**config.mk**
```make
export PLATFORM = sky130hd
export DESIGN_NAME = instrDecoder
export DESIGN_NICKNAME = d
export VERILOG_FILES = /design/src/design/armCtrlPkg.sv /design/src/design/instrDecoder.sv
export SDC_FILE = /design/constraint.sdc
export NUM_CORES = 1
export LEC_CHECK = 0
export ABC_AREA = 1
export BUFFER_PORTS_ARGS = -buffer_cell sky130_fd_sc_hd__buf_4
export CAP_MARGIN = 20
export CORE_AREA = 4 4 41 43
export DETAILED_ROUTE_END_ITERATION = 8
export DIE_AREA = 0 0 45 47
export PLACE_DENSITY_LB_ADDON = 0.2
export SKIP_LAST_GASP = 1
export SYNTH_ARGS = -nofsm -noshare
export SYNTH_HDL_FRONTEND = slang
export SYNTH_SLANG_ARGS = --single-unit
```
**constraint.sdc**
```tcl
create_clock -name vclk -period 1.26
set_clock_uncertainty 0.05 [all_clocks]
set_input_delay 0.252 -clock vclk [all_inputs]
set_output_delay 0.252 -clock vclk [all_outputs]
set_load 0.05 [all_outputs]
```
**src/design/armCtrlPkg.sv**
```systemverilog
package armCtrlPkg;

  // ============================================================
  // Widths
  // ============================================================
  localparam int instrW   = 32;
  localparam int nzcvW    = 4;
  localparam int aluCtrlW = 4;
  localparam int maskW    = 4;             // One enable per byte lane

  // NZCV bit positions
  localparam int flagN = 3;
  localparam int flagZ = 2;
  localparam int flagC = 1;
  localparam int flagV = 0;

  // Data-processing opcodes, instruction bits 24:21
  localparam logic [aluCtrlW-1:0] aluSub = 4'b0010;
  localparam logic [aluCtrlW-1:0] aluRsb = 4'b0011;
  localparam logic [aluCtrlW-1:0] aluAdd = 4'b0100;
  localparam logic [aluCtrlW-1:0] aluAdc = 4'b0101;
  localparam logic [aluCtrlW-1:0] aluSbc = 4'b0110;
  localparam logic [aluCtrlW-1:0] aluRsc = 4'b0111;
  localparam logic [aluCtrlW-1:0] aluTst = 4'b1000; // Flag-only group starts here
  localparam logic [aluCtrlW-1:0] aluTeq = 4'b1001;
  localparam logic [aluCtrlW-1:0] aluCmp = 4'b1010;
  localparam logic [aluCtrlW-1:0] aluCmn = 4'b1011;

  // Condition field, bits 31:28
  localparam logic [3:0] condEq = 4'h0;
  localparam logic [3:0] condNe = 4'h1;
  localparam logic [3:0] condCs = 4'h2;
  localparam logic [3:0] condCc = 4'h3;
  localparam logic [3:0] condMi = 4'h4;
  localparam logic [3:0] condPl = 4'h5;
  localparam logic [3:0] condVs = 4'h6;
  localparam logic [3:0] condVc = 4'h7;
  localparam logic [3:0] condHi = 4'h8;
  localparam logic [3:0] condLs = 4'h9;
  localparam logic [3:0] condGe = 4'hA;
  localparam logic [3:0] condLt = 4'hB;
  localparam logic [3:0] condGt = 4'hC;
  localparam logic [3:0] condLe = 4'hD;
  localparam logic [3:0] condAl = 4'hE;

  // Instruction class, bits 27:26
  localparam logic [1:0] classDp     = 2'b00;
  localparam logic [1:0] classMem    = 2'b01;
  localparam logic [1:0] classBranch = 2'b10;
  localparam logic [1:0] classOther  = 2'b11; // Coprocessor and SWI space

  localparam logic [3:0] regPc = 4'd15;

  // One instruction word, two decodes over the same bits
  typedef union packed {
    struct packed {
      logic [3:0]          cond;
      logic [1:0]          cls;
      logic                imm;             // Operand 2 is an immediate
      logic [aluCtrlW-1:0] opcode;
      logic                s;               // Set flags
      logic [3:0]          rn;
      logic [3:0]          rd;
      logic [11:0]         op2;
    } dp;
    struct packed {
      logic [3:0]  cond;
      logic [1:0]  cls;
      logic        imm;                     // Set means register offset here
      logic        p;
      logic        u;                       // Up, add the offset
      logic        b;                       // Byte access
      logic        w;
      logic        l;                       // Load
      logic [3:0]  rn;
      logic [3:0]  rd;
      logic [11:0] offset;
    } ls;
  } instrWordT;

endpackage

```
**src/design/instrDecoder.sv**
```systemverilog
`timescale 1ns/1ps

module instrDecoder (
  input  armCtrlPkg::instrWordT          InstrD,
  output logic [1:0]                     RegSrcD,
  output logic [1:0]                     ImmSrcD,
  output logic                           ALUSrcD,
  output logic                           MemtoRegD,
  output logic                           RegWriteD,
  output logic                           MemWriteD,
  output logic                           BranchD,
  output logic                           PCSrcD,
  output logic                           ByteD,
  output logic                           FlagWriteD,
  output logic [armCtrlPkg::aluCtrlW-1:0] ALUControlD
);

  import armCtrlPkg::*;

  logic flagOnly;                           // TST, TEQ, CMP, CMN
  logic extSpace;                           // Multiply and halfword encodings
  logic badMemOp;                           // Register offset with bit 4 set

  assign flagOnly = InstrD.dp.opcode inside {aluTst, aluTeq, aluCmp, aluCmn};
  assign extSpace = !InstrD.dp.imm && InstrD.dp.op2[7] && InstrD.dp.op2[4];
  assign badMemOp = InstrD.ls.imm && InstrD.ls.offset[4];

  // ============================================================
  // Main decode
  // ============================================================
  always_comb begin
    RegSrcD     = 2'b00;                    // Anything unhandled is a no-op
    ImmSrcD     = 2'b00;
    ALUSrcD     = 1'b0;
    MemtoRegD   = 1'b0;
    RegWriteD   = 1'b0;
    MemWriteD   = 1'b0;
    BranchD     = 1'b0;
    ByteD       = 1'b0;
    FlagWriteD  = 1'b0;
    ALUControlD = aluAdd;
    case (InstrD.dp.cls)
      classDp: begin
        // Flag-only opcodes with S clear are MSR/MRS/BX/CLZ, not handled
        if (!extSpace && !(flagOnly && !InstrD.dp.s)) begin
          ALUSrcD     = InstrD.dp.imm;
          RegWriteD   = !flagOnly;          // Compares only touch NZCV
          FlagWriteD  = InstrD.dp.s;
          ALUControlD = InstrD.dp.opcode;
        end
      end
      classMem: begin
        if (!badMemOp) begin
          RegSrcD     = {!InstrD.ls.l, 1'b0}; // Store reads Rd as write data
          ImmSrcD     = 2'b01;              // 12-bit offset
          ALUSrcD     = !InstrD.ls.imm;     // Inverted sense for LDR/STR
          MemtoRegD   = InstrD.ls.l;
          RegWriteD   = InstrD.ls.l;
          MemWriteD   = !InstrD.ls.l;
          ByteD       = InstrD.ls.b;
          ALUControlD = InstrD.ls.u ? aluAdd : aluSub;
        end
      end
      classBranch: begin
        RegSrcD   = 2'b01;                  // Rn is the PC
        ImmSrcD   = 2'b10;                  // 24-bit word offset
        ALUSrcD   = 1'b1;
        BranchD   = 1'b1;                   // Link bit ignored
      end
      classOther: begin
        // Coprocessor and SWI fall through as no-ops
      end
    endcase
  end

  // Any register write that lands in R15 redirects fetch
  assign PCSrcD = BranchD || (RegWriteD && (InstrD.dp.rd == regPc));

endmodule

```
==> flow_metrics.env <==
export IMPL_run_status="complete, but fails checks"
export IMPL_violations="negative setup slack"
export IMPL_hold_path_class="in -> out"
export IMPL_grt_first_pass_wirelength_um=1840
export IMPL_fin_ws_ns=-0.158
export IMPL_dieWidth_um=45
export IMPL_routed_via_count=464
export IMPL_syn2layout_area_growth_pct=286
export IMPL_synth_largest_area_cell="ha_1"
export IMPL_report_final_setup_viol=12
export IMPL_n_antenna_cell=0
export IMPL_first_global_vias=453
export IMPL_initial_core_util=0.196
export IMPL_multi_input_area_um2=457
export IMPL_dr_pass1_iters=2
export IMPL_wirelength_um=1190
export IMPL_drc=0
export IMPL_top_level_ports=48
export IMPL_wire_per_inst_um=11.3
export IMPL_grt_start_max_net_pins=6
export IMPL_fp_coreArea_mm2=0.00130
export IMPL_placed_area_um2=792
export IMPL_fp_row_count=13
export IMPL_die_height_um=47
export IMPL_cp_max_fo=4
export IMPL_finish_cell_count_without_fillers=105
export IMPL_num_nets_final=128
export IMPL_total_nets_after_synthesis=85
export IMPL_timing_worst_slew_pin_value_ns=0.183
export IMPL_fillers=93
export IMPL_fin_tns_setup_ns=-0.829
export IMPL_syn_mean_instance_area_um2=5.21
export IMPL_final_max_slew_viol_count=0
export IMPL_viasPerCell=4.42
export IMPL_area_of_the_mapped_netlist_um2=255
export IMPL_antenna_nets_post_route=0
export IMPL_yosysSeqAreaShare=0
export IMPL_port_buffers=30
export IMPL_p_leak_nw=0.439
export IMPL_post_synth_inst_count=49
export IMPL_final_min_clock_period_ns=1.42
export IMPL_place_inst=104
export IMPL_synth_top_cell_area_share=0.196
export IMPL_ys_warn_count=0
export IMPL_layout_sequential_cells=0
export IMPL_finalHoldWorstSlack_ns=0.811
export IMPL_drive_above_1_share=0.822
export IMPL_timing_slew_headroom=0.877
export IMPL_timing_critical_path_required_ns=0.96
export IMPL_post_synth_main_area_contributors="ha_1 (20%), nand2_1 (19%), inv_1 (12%)"
export IMPL_final_period_utilization=1.13
export IMPL_grt_overall_usage=0.114
export IMPL_cp_arrival_ns=1.12
export IMPL_vdd_ir_drop_max_v=0.000244
export IMPL_grt_remaining_overflow=0
export IMPL_clock_buffer_instance_count_of_the_final_layout=0
export IMPL_timing_critical_path_to_type="output port"
export IMPL_max_freq_mhz=705
export IMPL_post_synth_most_frequent_cells="nand2_1 (13), inv_1 (8), nor2_1 (7)"
export IMPL_dpl_hpwl_um=944
export IMPL_cts_hold_buf=0
export IMPL_final_seq_area_um2=0
export IMPL_die_area_mm2=0.00212
export IMPL_cap_violations=0
export IMPL_hold_viol_final=0
export IMPL_routabilityCongestion=0.764
export IMPL_synth_most_common_cell="nand2_1"
export IMPL_summed_area_of_non_filler_cells_in_the_final_layout_um2=986
export IMPL_startpoint_type="input port"
export IMPL_rsz_0062_raised_after_global_routing="true"
export IMPL_ys_types=12
export IMPL_initial_antenna_violation_count=0
export IMPL_critPathKind="in -> out"
export IMPL_final_core_util=0.758
export IMPL_initialDrtViolationCount=3
export IMPL_p_per_area_mw_per_mm2=425
[cells by family after synthesis]
| kind of cell | synth area share |
|---|---|
| compound gates | 0.0784 |
| fa+ha+maj | 0.196 |
| buf+inv | 0.191 |
| simple gates | 0.534 |
[critical path, stage by stage]
cell     delay (ns)
buf_12         0.11
inv_12         0.05
ha_4           0.16
nand2_8        0.08
inv_12         0.06
nand2_8        0.05
nand2_8        0.06
nand2_4        0.06
nand2_8        0.08
buf_8          0.13
[final timing paths]
| path | cells after the start | from | endpoint |
|---|---|---|---|
| min | 4 | InstrD[21] | ALUControlD[0] |
| max | 10 | InstrD[27] | PCSrcD |
[report_power, final]
part           internal, mW  total, mW  switching, mW
sequential                0          0              0
clock                     0          0              0
combinational         0.184      0.419          0.235
total                 0.184      0.419          0.235
[cells in the final DEF, fill, tap and decap left out]
cell,instances
inv_12,2
o21ai_4,1
nand3_2,1
nand2_1,7
nor2_4,5
nor2_1,2
ha_1,1
ha_4,3
nand2_4,1
clkinvlp_4,1
inv_4,1
inv_6,1
buf_4,21
a21oi_2,1
buf_6,14
nand2_2,3
nor3b_4,1
buf_12,1
nand3_1,2
nand3_4,3
a21oi_4,2
buf_8,7
nand2_8,5
inv_1,4
[repair_timing]
action,CTS,global route
gates resized for setup,31,16
endpoints found under the setup margin,16,16
pin swaps,8,8
buffers inserted,2,0
hold endpoints to repair,0,0
[layout make-up]
cell class	instances	share of cell area
multi-input cells	38	0.463
repair buffers	43	0.447
inverters	9	0.0711
well taps	15	0.0190
[per-layer routing]
metal,wire length [µm],up-vias,track usage
met2,744,15,0.254
met4,21,0,0.0292
met1,349,212,0.108
met5,0,-,0
met3,74,2,0.00766
li1,-,235,-
[per-stage QoR]
stage                     power, mW  setup WS (ns)
after floorplan               0.227         -0.113
after global placement        0.346         -0.262
after detailed placement      0.349         -0.278
after CTS                     0.396         -0.155
after global routing          0.441         -0.196
final                         0.419         -0.158
Note: power is estimated with default switching activity, not from simulation.
