==> src/design/armCtrlPkg.sv <==
package armCtrlPkg;

  // ============================================================
  // Widths
  // ============================================================
  localparam int instrW   = 32;
  localparam int nzcvW    = 4;
  localparam int aluCtrlW = 4;
  localparam int maskW    = 4;             // One enable per byte lane

  // NZCV bit positions
  localparam int flagN = 3;
  localparam int flagZ = 2;
  localparam int flagC = 1;
  localparam int flagV = 0;

  // Data-processing opcodes, instruction bits 24:21
  localparam logic [aluCtrlW-1:0] aluSub = 4'b0010;
  localparam logic [aluCtrlW-1:0] aluRsb = 4'b0011;
  localparam logic [aluCtrlW-1:0] aluAdd = 4'b0100;
  localparam logic [aluCtrlW-1:0] aluAdc = 4'b0101;
  localparam logic [aluCtrlW-1:0] aluSbc = 4'b0110;
  localparam logic [aluCtrlW-1:0] aluRsc = 4'b0111;
  localparam logic [aluCtrlW-1:0] aluTst = 4'b1000; // Flag-only group starts here
  localparam logic [aluCtrlW-1:0] aluTeq = 4'b1001;
  localparam logic [aluCtrlW-1:0] aluCmp = 4'b1010;
  localparam logic [aluCtrlW-1:0] aluCmn = 4'b1011;

  // Condition field, bits 31:28
  localparam logic [3:0] condEq = 4'h0;
  localparam logic [3:0] condNe = 4'h1;
  localparam logic [3:0] condCs = 4'h2;
  localparam logic [3:0] condCc = 4'h3;
  localparam logic [3:0] condMi = 4'h4;
  localparam logic [3:0] condPl = 4'h5;
  localparam logic [3:0] condVs = 4'h6;
  localparam logic [3:0] condVc = 4'h7;
  localparam logic [3:0] condHi = 4'h8;
  localparam logic [3:0] condLs = 4'h9;
  localparam logic [3:0] condGe = 4'hA;
  localparam logic [3:0] condLt = 4'hB;
  localparam logic [3:0] condGt = 4'hC;
  localparam logic [3:0] condLe = 4'hD;
  localparam logic [3:0] condAl = 4'hE;

  // Instruction class, bits 27:26
  localparam logic [1:0] classDp     = 2'b00;
  localparam logic [1:0] classMem    = 2'b01;
  localparam logic [1:0] classBranch = 2'b10;
  localparam logic [1:0] classOther  = 2'b11; // Coprocessor and SWI space

  localparam logic [3:0] regPc = 4'd15;

  // One instruction word, two decodes over the same bits
  typedef union packed {
    struct packed {
      logic [3:0]          cond;
      logic [1:0]          cls;
      logic                imm;             // Operand 2 is an immediate
      logic [aluCtrlW-1:0] opcode;
      logic                s;               // Set flags
      logic [3:0]          rn;
      logic [3:0]          rd;
      logic [11:0]         op2;
    } dp;
    struct packed {
      logic [3:0]  cond;
      logic [1:0]  cls;
      logic        imm;                     // Set means register offset here
      logic        p;
      logic        u;                       // Up, add the offset
      logic        b;                       // Byte access
      logic        w;
      logic        l;                       // Load
      logic [3:0]  rn;
      logic [3:0]  rd;
      logic [11:0] offset;
    } ls;
  } instrWordT;

endpackage

==> src/design/flagsReg.sv <==
`timescale 1ns/1ps

module flagsReg (
  input  logic                         clk,
  input  logic                         arstN,
  input  logic                         StallW,
  input  logic [armCtrlPkg::nzcvW-1:0] FlagsNextM,
  input  logic                         SetFlagsM,
  input  logic [armCtrlPkg::nzcvW-1:0] FlagsNextW,
  input  logic                         SetFlagsW,
  output logic [armCtrlPkg::nzcvW-1:0] FlagsE
);

  import armCtrlPkg::*;

  logic [nzcvW-1:0] flagsQ;                 // Architectural NZCV

  // ============================================================
  // Commit from Writeback
  // ============================================================
  always_ff @(posedge clk or negedge arstN) begin
    if (!arstN) begin
      flagsQ <= '0;
    end else if (SetFlagsW && !StallW) begin
      flagsQ <= FlagsNextW;
    end
  end

  // Youngest older setter wins, Memory before Writeback
  assign FlagsE = SetFlagsM ? FlagsNextM
                : SetFlagsW ? FlagsNextW
                : flagsQ;

  flagsKnown: assert property (@(posedge clk) disable iff (!arstN)
    !$isunknown(flagsQ))
    else $error("stored NZCV holds X or Z");

endmodule

==> config.mk <==
export PLATFORM = sky130hd
export DESIGN_NAME = flagsReg
export DESIGN_NICKNAME = d
export VERILOG_FILES = /design/src/design/armCtrlPkg.sv /design/src/design/flagsReg.sv
export SDC_FILE = /design/constraint.sdc
export NUM_CORES = 1
export LEC_CHECK = 0
export ABC_AREA = 0
export ABC_CLOCK_PERIOD_IN_PS = 800
export BUFFER_PORTS_ARGS = -buffer_cell sky130_fd_sc_hd__buf_2
export CORE_AREA = 2 2 39 41
export CTS_BUF_LIST = sky130_fd_sc_hd__clkbuf_16
export DETAILED_ROUTE_END_ITERATION = 10
export DIE_AREA = 0 0 41 43
export PLACE_DENSITY = 0.42
export SYNTH_ARGS = -nofsm -noshare
export SYNTH_HDL_FRONTEND = slang
export SYNTH_SLANG_ARGS = --single-unit
==> constraint.sdc <==
create_clock -name clk -period 0.8 [get_ports clk]
set_input_delay 0 -clock clk [delete_from_list [all_inputs] [get_ports clk]]
set_output_delay 0 -clock clk [all_outputs]
set_load 0.03 [all_outputs]
==> impl_metrics.prom <==
# TYPE chip_impl_metric gauge
chip_impl_info{name="run_status",value="finished with violations"} 1
chip_impl_info{name="violated_checks",value="negative setup slack"} 1
chip_impl_metric{name="p_leak",unit="uW"} 0.000238
chip_impl_metric{name="floorplan.die_area",unit="sq mm"} 0.00176
chip_impl_metric{name="synthCells",unit=""} 22
chip_impl_metric{name="place_worst_setup_slack",unit="ns"} 0.0428
chip_impl_metric{name="yosysWarningCount",unit=""} 0
chip_impl_metric{name="synth_nets",unit=""} 35
chip_impl_metric{name="grt_first_pass_wirelength",unit="um"} 938
chip_impl_metric{name="finalMaxSlewViolations",unit=""} 0
chip_impl_metric{name="hold_path_depth",unit=""} 2
chip_impl_metric{name="io_buffer_count",unit=""} 16
chip_impl_metric{name="via_count",unit=""} 240
chip_impl_metric{name="grt_usage",unit=""} 0.0926
chip_impl_metric{name="vias_per_cell",unit=""} 4.07
chip_impl_metric{name="largest_register_ff_count",unit=""} 4
chip_impl_info{name="layout_top_registers",value="flagsQ x4"} 1
chip_impl_metric{name="finClkSkew",unit="ns"} 0
chip_impl_metric{name="antenna_found_initial",unit=""} 0
chip_impl_info{name="r2r-end",value="flagsQ[2]"} 1
chip_impl_metric{name="layout_overhead_on_the_synthesized_area",unit="%"} 94.9
chip_impl_metric{name="max_clock_buf_depth",unit=""} 2
chip_impl_metric{name="drt_first_iter_violations",unit=""} 0
chip_impl_metric{name="finalNonFillerCells",unit=""} 59
chip_impl_metric{name="final.min_clock_period",unit="ns"} 0.974
chip_impl_metric{name="avgRoutedWirePerCell",unit="um"} 9.88
chip_impl_metric{name="gr-total-overflow",unit=""} 0
chip_impl_metric{name="final_hold_viol_count",unit=""} 0
chip_impl_metric{name="report.power.total",unit="uW"} 1270
chip_impl_metric{name="ratio_of_cells_with_drive_above_1_in_the_final_layout",unit=""} 0.698
chip_impl_metric{name="placedInstanceArea",unit="sq um"} 357
chip_impl_metric{name="cts_htree_levels",unit=""} 1
chip_impl_metric{name="antenna_left",unit=""} 0
chip_impl_metric{name="pnr_worst_setup_slack",unit="ns"} -0.174
chip_impl_info{name="criticalPathCategory",value="reg2out"} 1
chip_impl_metric{name="worst-path-max-fanout",unit=""} 2
chip_impl_metric{name="clock_insertion_delay_worst_skew",unit="ns"} 0.22
chip_impl_info{name="worst_hold_path_type",value="in2reg"} 1
chip_impl_metric{name="ys_seq_area_frac",unit=""} 0.408
chip_impl_metric{name="die_height",unit="um"} 43
chip_impl_metric{name="final_min_period_over_clock_period",unit=""} 1.22
chip_impl_metric{name="post_synth_instance_area",unit="sq um"} 245
chip_impl_metric{name="boundaryPins",unit=""} 17
chip_impl_metric{name="number_of_synthesized_register_bits",unit=""} 4
chip_impl_info{name="critical_path.reg2reg.startpoint",value="flagsQ[2]"} 1
chip_impl_metric{name="design.core.area",unit="sq mm"} 0.00138
chip_impl_metric{name="insertedDiodeCount",unit=""} 0
chip_impl_metric{name="timing.final.setup_violations",unit=""} 5
chip_impl_info{name="clock_tree_from_tritoncts",value="done"} 1
chip_impl_metric{name="drtPass1Iterations",unit=""} 1
chip_impl_info{name="cts-root-buf",value="sky130_fd_sc_hd__clkbuf_16"} 1
chip_impl_info{name="max_flop_register",value="flagsQ"} 1
chip_impl_metric{name="layout.nets",unit=""} 58
chip_impl_metric{name="globalplace.congestion",unit=""} 0.520
chip_impl_metric{name="regToRegSetupSlack",unit="ns"} -0.09
chip_impl_metric{name="setup-tns-final",unit="ns"} -0.721
chip_impl_metric{name="dp_cells",unit=""} 54
chip_impl_metric{name="critPathArrivalTime",unit="ns"} 0.97
chip_impl_metric{name="numClockSinks",unit=""} 4
chip_impl_metric{name="core.rowCount",unit=""} 14
chip_impl_metric{name="clkTransAtPathRegs",unit="ns"} 0.03
chip_impl_info{name="min_from",value="FlagsNextW[0]"} 1
chip_impl_metric{name="largest_net_degree_at_the_start_of_global_routing",unit=""} 9
chip_impl_metric{name="max_clock_freq",unit="GHz"} 1.03
chip_impl_metric{name="route.final.wire_length",unit="um"} 583
chip_impl_metric{name="power.density_cell_area",unit="mW/mm^2"} 2650
chip_impl_info{name="worst_setup_path_start_kind",value="flop"} 1
chip_impl_metric{name="worst_pin_slew",unit="ns"} 0.176
chip_impl_info{name="worst_setup_path_end_kind",value="output pin"} 1
chip_impl_metric{name="via_count_of_the_first_global_routing_pass",unit=""} 247
chip_impl_info{name="rsz0062_at_grt",value="true"} 1
chip_impl_metric{name="dp_hpwl",unit="um"} 438
chip_impl_metric{name="reg2reg_depth",unit=""} 2
chip_impl_metric{name="worst_case_headroom_to_the_max_slew_limit",unit=""} 0.880
chip_impl_metric{name="die_width",unit="um"} 41
chip_impl_metric{name="layout.filler_cells",unit=""} 155
chip_impl_metric{name="initial_core_util",unit=""} 0.177
chip_impl_metric{name="maxCapViolations",unit=""} 0
chip_impl_metric{name="cts-buffers-inserted",unit=""} 3
chip_impl_metric{name="worstPathRequired",unit="ns"} 0.80
chip_impl_metric{name="finalInstanceArea",unit="sq um"} 478
chip_impl_metric{name="post_synth.cell_area_avg",unit="sq um"} 11.1
chip_impl_metric{name="vdd.ir_drop.worst",unit="mV"} 0.805
chip_impl_info{name="whs_endpoint",value="flagsQ[0]"} 1
chip_impl_metric{name="synthDistinctLibCells",unit=""} 7
chip_impl_metric{name="detail_route.drc_violations",unit=""} 0
[cells in the mapped netlist]
cell                      n  area, sq um
sky130_fd_sc_hd__mux2i_1  4         40.0
sky130_fd_sc_hd__nor2b_4  1         13.8
sky130_fd_sc_hd__nand2_1  4         15.0
sky130_fd_sc_hd__buf_6    1         11.3
sky130_fd_sc_hd__mux2_2   4         45.0
sky130_fd_sc_hd__o21ai_0  4         20.0
sky130_fd_sc_hd__dfrtp_1  4          100
[worst max-delay path, cell delays in order (launching register included)]
cell and delay, ns:
sky130_fd_sc_hd__dfrtp_1 0.37, sky130_fd_sc_hd__mux2i_1 0.17, sky130_fd_sc_hd__o21ai_2 0.08, sky130_fd_sc_hd__buf_6 0.14
[worst max path at each step]
stage	start	to	slack (ns)
finish	flagsQ[2]	FlagsE[2]	-0.17
global route	flagsQ[2]	FlagsE[2]	-0.21
CTS	flagsQ[2]	FlagsE[2]	-0.17
detailed placement	flagsQ[3]	FlagsE[3]	0.04
global placement	flagsQ[3]	FlagsE[3]	0.06
floorplan	SetFlagsW	flagsQ[0]	0.08
[final cells by class]
type	count	area [sq um]	area share
timing repair buffer	19	130	0.272
sequential	4	100	0.209
tap	16	20.0	0.0419
clock buffer	3	75.1	0.157
multi-input combinational	17	153	0.319
[repair_timing]
action | 4_1_cts | 5_1_grt
hold endpoints to repair | 4 | 0
pin swaps | 1 | 0
resized for setup | 8 | 1
hold buffers | 1 | 0
setup buffers | 0 | 1
setup endpoints to repair | 4 | 4
cloned | 0 | 0
[layer usage]
layer | wire length, um | vias to the layer above | track usage | share of wire
li1 | - | 119 | - | -
met1 | 184 | 105 | 0.0584 | 0.32
met2 | 315 | 12 | 0.138 | 0.54
met3 | 53 | 4 | 0.0785 | 0.091
met4 | 29 | 0 | 0.100 | 0.050
met5 | 0 | - | 0 | 0
[placed cells by master (no fill, tap or decap)]
master / netlist / layout
sky130_fd_sc_hd__dfrtp_1: 4 / 4
sky130_fd_sc_hd__nor2b_4: 1 / 1
sky130_fd_sc_hd__mux2_2: 4 / 3
sky130_fd_sc_hd__mux2_4: 0 / 1
sky130_fd_sc_hd__mux2i_1: 4 / 4
sky130_fd_sc_hd__clkbuf_16: 0 / 3
sky130_fd_sc_hd__buf_4: 0 / 2
sky130_fd_sc_hd__buf_2: 0 / 12
sky130_fd_sc_hd__o21ai_2: 0 / 4
sky130_fd_sc_hd__dlygate4sd3_1: 0 / 1
sky130_fd_sc_hd__nand2_1: 4 / 4
sky130_fd_sc_hd__buf_6: 1 / 4
[power by group]
part           switching, uW  total (uW)  internal, uW
Clock                    132         770           638
Combinational            117         250           133
Sequential              13.2         247           234
Total                    262        1270          1000
[cell families after synthesis]
kind of cell / synth area share
compound gates: 0.0816
buf+inv: 0.0459
simple gates: 0.117
mux: 0.347
flops: 0.408
[metrics by stage]
step,hold slack [ns],util
floorplan,-0.296,-
global placement,-0.191,0.258
detailed placement,-0.189,0.258
CTS,0.0295,0.337
global route,0.0365,0.345
finish,0.0292,0.345
(Power assumes the default switching activity.)
